File: src/include/rob_defs.svh
`ifndef ROB_DEFS_SVH
`define ROB_DEFS_SVH

// number of reorder buffer entries
`define ROB_DEPTH 16

// entry index width, log2 of the depth
`define ROB_TAG_W 4

// result data width
`define XLEN 32

// program counter width
`define ADDR_W 32

// architectural register index width
`define REG_IDX_W 5

`endif

File: src/hw/rob_pkg.sv
`include "rob_defs.svh"

package rob_pkg;

    typedef logic [`ROB_TAG_W-1:0] rob_tag_t;

    // one more bit than the tag so a full buffer is representable
    typedef logic [`ROB_TAG_W:0] rob_cnt_t;

    typedef logic [`REG_IDX_W-1:0] reg_idx_t;
    typedef logic [`XLEN-1:0] xdata_t;
    typedef logic [`ADDR_W-1:0] pc_t;

    // allocation request from dispatch
    typedef struct packed {
        reg_idx_t rd;
        logic     is_store;
        logic     is_branch;
        logic     pred_taken;
    } alloc_req_t;

    // result from an execution unit
    typedef struct packed {
        rob_tag_t tag;
        xdata_t   data;
        logic     taken;
        pc_t      target;
    } complete_t;

    // retiring entry, to register file or store buffer
    typedef struct packed {
        rob_tag_t tag;
        reg_idx_t rd;
        xdata_t   data;
        logic     is_store;
    } commit_t;

    typedef enum logic {
        RUN,
        FLUSH
    } rob_state_e;

endpackage

File: src/hw/rob_ctrl.sv
`timescale 1ns/1ps

module rob_ctrl (
    input  logic         clk,
    input  logic         rst_n,
    input  logic         head_done,
    input  logic         head_mispredict,
    input  rob_pkg::pc_t head_target,
    input  logic         full,
    input  logic         empty,
    input  logic         commit_ready,
    input  logic         alloc_valid,
    output logic         commit_valid,
    output logic         alloc_ready,
    output logic         alloc_fire,
    output logic         retire,
    output logic         clear,
    output logic         flush,
    output rob_pkg::pc_t redirect_pc
);

    rob_pkg::rob_state_e state;
    rob_pkg::rob_state_e state_nxt;
    rob_pkg::pc_t        redirect_q;
    logic                running;
    logic                mispredict_retire;

    assign running = (state == rob_pkg::RUN);

    // handshakes only open while running
    assign commit_valid = running && !empty && head_done;
    assign retire       = commit_valid && commit_ready;
    assign alloc_ready  = running && !full;
    assign alloc_fire   = alloc_valid && alloc_ready;

    assign mispredict_retire = retire && head_mispredict;

    // one cycle of recovery after the bad branch has left
    assign clear       = (state == rob_pkg::FLUSH);
    assign flush       = clear;
    assign redirect_pc = redirect_q;

    always_comb begin
        state_nxt = state;
        case (state)
            rob_pkg::RUN: begin
                if (mispredict_retire) begin
                    state_nxt = rob_pkg::FLUSH;
                end
            end
            rob_pkg::FLUSH: begin
                state_nxt = rob_pkg::RUN;
            end
            default: begin
                state_nxt = rob_pkg::RUN;
            end
        endcase
    end

    always_ff @(posedge clk or negedge rst_n) begin
        if (!rst_n) begin
            state <= rob_pkg::RUN;
        end else begin
            state <= state_nxt;
        end
    end

    // target of the retiring branch, shown during flush
    always_ff @(posedge clk) begin
        if (mispredict_retire) begin
            redirect_q <= head_target;
        end
    end

endmodule

File: src/hw/rob_ptr.sv
`timescale 1ns/1ps
`include "rob_defs.svh"

module rob_ptr (
    input  logic              clk,
    input  logic              rst_n,
    input  logic              alloc_fire,
    input  logic              retire,
    input  logic              clear,
    output rob_pkg::rob_tag_t head,
    output rob_pkg::rob_tag_t tail,
    output rob_pkg::rob_cnt_t count,
    output logic              full,
    output logic              empty
);

    // depth is a power of two, pointers wrap on their own
    always_ff @(posedge clk or negedge rst_n) begin
        if (!rst_n) begin
            head <= '0;
            tail <= '0;
        end else if (clear) begin
            head <= '0;
            tail <= '0;
        end else begin
            if (alloc_fire) begin
                tail <= tail + rob_pkg::rob_tag_t'(1);
            end
            if (retire) begin
                head <= head + rob_pkg::rob_tag_t'(1);
            end
        end
    end

    always_ff @(posedge clk or negedge rst_n) begin
        if (!rst_n) begin
            count <= '0;
        end else if (clear) begin
            count <= '0;
        end else begin
            case ({alloc_fire, retire})
                2'b10: begin
                    count <= count + rob_pkg::rob_cnt_t'(1);
                end
                2'b01: begin
                    count <= count - rob_pkg::rob_cnt_t'(1);
                end
                default: begin
                    count <= count;
                end
            endcase
        end
    end

    assign full  = (count == rob_pkg::rob_cnt_t'(`ROB_DEPTH));
    assign empty = (count == '0);

endmodule

File: src/hw/rob_entries.sv
`timescale 1ns/1ps
`include "rob_defs.svh"

module rob_entries (
    input  logic                clk,
    input  logic                rst_n,
    input  logic                alloc_fire,
    input  rob_pkg::alloc_req_t alloc,
    input  rob_pkg::rob_tag_t   tail,
    input  rob_pkg::rob_tag_t   head,
    input  logic                retire,
    input  logic                clear,
    input  logic                cmpl_valid,
    input  rob_pkg::complete_t  cmpl,
    output rob_pkg::commit_t    commit,
    output logic                head_done,
    output logic                head_mispredict,
    output rob_pkg::pc_t        head_target
);

    // per entry flags
    logic [`ROB_DEPTH-1:0] busy;
    logic [`ROB_DEPTH-1:0] done;

    // per entry payload
    rob_pkg::reg_idx_t rd_mem         [`ROB_DEPTH];
    logic              is_store_mem   [`ROB_DEPTH];
    logic              is_branch_mem  [`ROB_DEPTH];
    logic              pred_taken_mem [`ROB_DEPTH];
    rob_pkg::xdata_t   data_mem       [`ROB_DEPTH];
    logic              taken_mem      [`ROB_DEPTH];
    rob_pkg::pc_t      target_mem     [`ROB_DEPTH];

    logic cmpl_hit;

    // late or repeated results are dropped
    assign cmpl_hit = cmpl_valid && busy[cmpl.tag] && !done[cmpl.tag];

    always_ff @(posedge clk or negedge rst_n) begin
        if (!rst_n) begin
            busy <= '0;
        end else if (clear) begin
            busy <= '0;
        end else begin
            if (alloc_fire) begin
                busy[tail] <= 1'b1;
            end
            if (retire) begin
                busy[head] <= 1'b0;
            end
        end
    end

    // tail is never busy when alloc fires, so no clash with a completion
    always_ff @(posedge clk or negedge rst_n) begin
        if (!rst_n) begin
            done <= '0;
        end else begin
            if (alloc_fire) begin
                done[tail] <= 1'b0;
            end
            if (cmpl_hit) begin
                done[cmpl.tag] <= 1'b1;
            end
        end
    end

    // request fields written at allocation
    always_ff @(posedge clk) begin
        if (alloc_fire) begin
            rd_mem[tail]         <= alloc.rd;
            is_store_mem[tail]   <= alloc.is_store;
            is_branch_mem[tail]  <= alloc.is_branch;
            pred_taken_mem[tail] <= alloc.pred_taken;
        end
    end

    // result fields written at completion
    always_ff @(posedge clk) begin
        if (cmpl_hit) begin
            data_mem[cmpl.tag]   <= cmpl.data;
            taken_mem[cmpl.tag]  <= cmpl.taken;
            target_mem[cmpl.tag] <= cmpl.target;
        end
    end

    assign head_done = busy[head] && done[head];

    assign head_mispredict = is_branch_mem[head] &&
                             (taken_mem[head] != pred_taken_mem[head]);

    assign head_target = target_mem[head];

    always_comb begin
        commit          = '0;
        commit.tag      = head;
        commit.rd       = rd_mem[head];
        commit.data     = data_mem[head];
        commit.is_store = is_store_mem[head];
    end

endmodule

File: src/hw/rob_top.sv
`timescale 1ns/1ps

module rob_top (
    input  logic                clk,
    input  logic                rst_n,
    input  logic                alloc_valid,
    output logic                alloc_ready,
    input  rob_pkg::alloc_req_t alloc,
    output rob_pkg::rob_tag_t   alloc_tag,
    input  logic                cmpl_valid,
    input  rob_pkg::complete_t  cmpl,
    output logic                commit_valid,
    input  logic                commit_ready,
    output rob_pkg::commit_t    commit,
    output logic                flush,
    output rob_pkg::pc_t        redirect_pc
);

    logic              alloc_fire;
    logic              retire;
    logic              clear;
    logic              full;
    logic              empty;
    logic              head_done;
    logic              head_mispredict;
    rob_pkg::pc_t      head_target;
    rob_pkg::rob_tag_t head;
    rob_pkg::rob_tag_t tail;

    // new entries always land at the tail
    assign alloc_tag = tail;

    rob_ctrl u_ctrl (
        .clk             (clk),
        .rst_n           (rst_n),
        .head_done       (head_done),
        .head_mispredict (head_mispredict),
        .head_target     (head_target),
        .full            (full),
        .empty           (empty),
        .commit_ready    (commit_ready),
        .alloc_valid     (alloc_valid),
        .commit_valid    (commit_valid),
        .alloc_ready     (alloc_ready),
        .alloc_fire      (alloc_fire),
        .retire          (retire),
        .clear           (clear),
        .flush           (flush),
        .redirect_pc     (redirect_pc)
    );

    rob_ptr u_ptr (
        .clk        (clk),
        .rst_n      (rst_n),
        .alloc_fire (alloc_fire),
        .retire     (retire),
        .clear      (clear),
        .head       (head),
        .tail       (tail),
        .count      (),
        .full       (full),
        .empty      (empty)
    );

    rob_entries u_entries (
        .clk             (clk),
        .rst_n           (rst_n),
        .alloc_fire      (alloc_fire),
        .alloc           (alloc),
        .tail            (tail),
        .head            (head),
        .retire          (retire),
        .clear           (clear),
        .cmpl_valid      (cmpl_valid),
        .cmpl            (cmpl),
        .commit          (commit),
        .head_done       (head_done),
        .head_mispredict (head_mispredict),
        .head_target     (head_target)
    );

endmodule

File: config.mk
export PLATFORM = sky130hd
export DESIGN_NAME = rob_top
export DESIGN_NICKNAME = d
export VERILOG_FILES = /design/src/hw/rob_pkg.sv /design/src/hw/rob_ctrl.sv /design/src/hw/rob_ptr.sv /design/src/hw/rob_entries.sv /design/src/hw/rob_top.sv
export VERILOG_INCLUDE_DIRS = /design/src /design/src/include
export SDC_FILE = /design/constraint.sdc
export NUM_CORES = 1
export LEC_CHECK = 0
export BUFFER_PORTS_ARGS = -buffer_cell sky130_fd_sc_hd__buf_2
export CORE_ASPECT_RATIO = 1.2
export CORE_UTILIZATION = 55
export DETAILED_ROUTE_END_ITERATION = 8
export PLACE_DENSITY = 0.68
export REMOVE_ABC_BUFFERS = 1
export SYNTH_ARGS = -nofsm -noshare
export SYNTH_HDL_FRONTEND = slang
export SYNTH_SLANG_ARGS = --single-unit
File: constraint.sdc
create_clock -name clk -period 13.8 [get_ports clk]
set_input_delay 0.69 -clock clk [delete_from_list [all_inputs] [get_ports clk]]
set_output_delay 0.69 -clock clk [all_outputs]
set_load 0.1 [all_outputs]
==> results.md <==
- The fraction of the yosys area taken by sequential cells is 78.1%.
- The average cell area after synthesis is 24.3 um2.
- The number of enable-type register cells in the synthesized netlist is 1,200.
- The net count of the finished layout is 2,288.
- The async set-or-reset flop fraction in the synthesized netlist is 3.69%.
- Summed over all layers, the global routing overflow is 0.
- The worst setup path is launched from a register.
- The hold buffer count at cts is 0.
- The total power density per cell area is 196 nW/um2.
- Ranked by instance count, the synthesized netlist is headed by sky130_fd_sc_hd__edfxtp_1 (1,200), sky130_fd_sc_hd__mux4_2 (363), sky130_fd_sc_hd__buf_2 (59), sky130_fd_sc_hd__dfrtp_1 (46), sky130_fd_sc_hd__nor2_1 (36).
- Across the VDD grid, the largest voltage drop is 0.000156 V.
- In this run the power spent charging and discharging nets is 3.28 mW.
- The final period utilization is 45.1%.
- The synthesis-stage register bit count is 1,246.
- The number of buffers between clock root and the deepest sink is 3.
- The number of antenna violations at the first check in global routing is 18.
- The cell type with the highest occurrence count on the critical path is sky130_fd_sc_hd__buf_4.
- The largest fanout of any net on the critical path is 68.
- The core region is 85,200 um2.
- After detailed routing, the total wire length is 103,000 um.
- The total of cells resized after clock tree synthesis is 0.
- In this run the count of I/O pins placed on the die edge is 163.
- Combinational logic burns 27.7% of the power.
- The number of distinct library cells after synthesis is 58.
- During synthesis, Yosys emitted a total of 0 warnings.
- After clock tree synthesis, the setup repair step added 0 buffers.
- For this run, design rule violations remaining after detail routing come to 0.
- Across the run, the number of max-cap violations was 0.
- The CTS clock-pin slew for the worst setup and hold paths is 0.06 ns.
- The finished cells cover 53,600 um2.
- The dominant cell by count in the synthesized netlist is sky130_fd_sc_hd__edfxtp_1.
- Compared with the post-synthesis result, the final layout area differs by 12.7%.
- The H-tree was split into 3 levels.
- The worst min-delay path class is in2async.
- After floorplanning, the core was divided into 117 placement rows.
- The die extent in x is 271 um.
- The clock insertion delay at the later pin of the skew report is 0.71 ns.
- Total power for the finished layout comes to 10.5 mW.
- The final setup slack of the worst path is 7.58 ns.
- The critical path goes through buf_4, buf_4, buf_4, mux4_2, mux4_2, buf_2.
- In the final layout, flip-flops and latches occupy 37,200 um2.
- The actual transition at the worst max-transition pin is 1.08 ns.
- The final routed wire length divided by cell count is 30.2 um.
- The pre-antenna-repair detailed-routing pass consisted of 5 iterations.
- For this run, the leading register cell type out of synthesis is sky130_fd_sc_hd__edfxtp_1.
- The floorplan die area is 87,700 um2.
- The tree is rooted in a sky130_fd_sc_hd__clkbuf_16.
- The post-route minimum period is 6.22 ns.
- In this run the biggest area consumer among cell types represents 75.7% of the synthesized area.
- Summing all multi-input logic gate instances after layout gives 9840 um2.
- Of all cell types, the one taking the most synthesized area is sky130_fd_sc_hd__edfxtp_1.
- The number of clock buffers added by TritonCTS is 117.
- The critical path data arrival time is 5.53 ns.
- The number of cells produced by synthesis is 1,959.
- Setup repair after global routing left no endpoint under its margin.
- Yosys attributes the largest share of cell area to sky130_fd_sc_hd__edfxtp_1 (76%), sky130_fd_sc_hd__mux4_2 (17%), sky130_fd_sc_hd__dfrtp_1 (2.4%).
- The count of final max-slew check failures is 0.
- TritonCTS built the clock tree.
- Net switching is 31.1% of the power.
- After detailed placement, the design holds a cell count of 3,205.
- Clock tree synthesis found a total of 1,246 sinks.
- Summed over all cells, the static leakage comes to 17.2 nW.
- The flow ran to the end, and the final reports show no timing, DRC or antenna violations.
- Measured along the y axis, the die boundary spans 324 um.
- The slowest stage of the critical path belongs to the cell sky130_fd_sc_hd__dfrtp_4.
- The number of DRC markers in iteration 0 is 2,439.
- The worst clock skew is 0.0510 ns.
- By startpoint and endpoint, the worst setup path is classified as reg2out.
- The share of cells above drive strength 1 is 33.9%.
- The share of the core filled with cells is 62.9%.
- Derived from the worst setup path, the maximum achievable clock frequency is 161 MHz.
- The share of total power dissipated in sequential elements is 42.5%.
- STA classifies the critical path endpoint as an output port.
- The final cell count without fillers is 3,428.
- Once placement finished, the instance area stood at 49,800 um2.
- For the worst setup path, the data required time is 13.11 ns.
- The number of hold-slack violations in the final timing report is 0.
- The first global-routing pass estimated 150,000 um of wire.
- Once detail routing completed, the nets flagged for antenna violations numbered 0.
- Setup violations remaining at the end of the flow were counted as 0.
- Before CTS, the worst setup slack after placement is 8.07 ns.
- The global-route usage over all layers is 24.0%.
- The via density per instance is 6.32.
- The via count of the first global-routing pass is 22,401.
- The total vias in the final route is 21,665.
- Buffers placed on the I/O ports in this run total 162.
- For this configuration, the core starts out at a cell density of 55.9%.
- Internal power comes to 7.25 mW.
- The post-route worst hold slack is 0.180 ns.
- The filler cell count in the final layout is 5,651.
- Measured against its own limit, the worst slew margin works out to 27.8%.
- The global placement routability congestion is 0.846.
- Detailed placement finished with a half-perimeter wire length of 52,600 um.
- The setup TNS after final layout is 0 ns.
- The area of the mapped netlist is 47,600 um2.
- The largest net degree at the start of global routing is 114.
- The power share of the clock group is 29.8%.
- The highest cell delay on the worst timing path is 1.08 ns.
[state kept, by name, summed over array words and instances, names as in the netlist, 32 cells and up]
signal                cells
u_entries.target_mem    512
u_ctrl.redirect_pc       32
u_entries.rd_mem         80
u_entries.data_mem      512
[cells in the final DEF (no fill, tap or decap), types with 8 or more instances in the layout]
master,n
sky130_fd_sc_hd__ha_1,11
sky130_fd_sc_hd__buf_2,162
sky130_fd_sc_hd__a211oi_1,11
sky130_fd_sc_hd__and3_1,10
sky130_fd_sc_hd__clkbuf_1,29
sky130_fd_sc_hd__dfrtp_1,43
sky130_fd_sc_hd__mux4_2,363
sky130_fd_sc_hd__mux2i_1,12
sky130_fd_sc_hd__nor2_4,12
sky130_fd_sc_hd__buf_4,51
sky130_fd_sc_hd__nor2_1,24
sky130_fd_sc_hd__a21oi_1,8
sky130_fd_sc_hd__clkinv_2,28
sky130_fd_sc_hd__bufinv_16,9
sky130_fd_sc_hd__clkbuf_16,118
sky130_fd_sc_hd__inv_1,33
sky130_fd_sc_hd__nand2_1,12
sky130_fd_sc_hd__clkinv_1,21
sky130_fd_sc_hd__o22ai_1,13
sky130_fd_sc_hd__edfxtp_1,1200
[worst paths after layout]
check	startpoint	end	slack, ns	cells after the start
worst max register to register	u_ptr.head[1]$_DFFE_PN0P_	u_ptr.count[4]$_DFFE_PN0P_	8.12	15
min in group clk	alloc[5]	u_entries.rd_mem[8][2]$_DFFE_PP_	0.35	1
worst max-delay path	u_ptr.head[1]$_DFFE_PN0P_	commit[6]	7.58	6
max in group asynchronous	rst_n	u_ptr.head[2]$_DFFE_PN0P_	12.83	1
worst min-delay path	rst_n	u_ptr.count[1]$_DFFE_PN0P_	0.18	1
worst min register to register	u_entries.done[1]$_DFF_PN0_	u_entries.done[1]$_DFF_PN0_	0.50	1
[worst max-delay path, delay by kind of cell, from the launching register on]
| family | cells | cell delay, ns |
|---|---|---|
| flip-flops | 1 | 1.08 |
| multiplexers | 2 | 0.91 |
| buffers and inverters | 4 | 2.53 |
[final cells by class]
| cell class | instances | share of cell area (%) |
|---|---|---|
| antenna | 2 | 0.00933 |
| clock buffer | 152 | 5.84 |
| clock inverter | 69 | 1.25 |
| inverter | 34 | 0.247 |
| multi-input combinational | 580 | 18.4 |
| sequential | 1246 | 69.4 |
| tap | 1130 | 2.64 |
| timing repair buffer | 215 | 2.30 |
[power by group through the flow]
| stage | combinational (mW) | sequential, mW | clock (mW) |
|---|---|---|---|
| 5_1_grt | 3.08 | 4.49 | 3.33 |
| 3_3_place_gp | 2.91 | 4.54 | 0 |
| 2_1_floorplan | 2.78 | 4.95 | 0 |
| 3_5_place_dp | 2.95 | 4.55 | 0 |
| 6_report | 2.92 | 4.47 | 3.14 |
| 4_1_cts | 2.96 | 4.47 | 3.19 |
[metal layers]
layer | GRT usage (%) | vias to the layer above | wire length (um)
li1 | - | 8890 | -
met3 | 4.66 | 142 | 7900
met1 | 32.9 | 11723 | 40700
met4 | 6.83 | 20 | 2010
met5 | 0 | - | 123
met2 | 40.0 | 890 | 52700
[kinds of logic (layout without fill, tap and decap cells)]
kind of cell,count (synthesis),in the layout,share of synthesized area [%]
flops,1246,1246,78.1
mux,381,381,17.7
buf+inv,133,470,1.41
simple gates,110,110,1.21
compound gates,70,70,1.10
fa+ha+maj,12,12,0.331
xor+xnor,7,7,0.129
other cells,0,2,0
No activity file was read; power rests on OpenSTA's default activity.
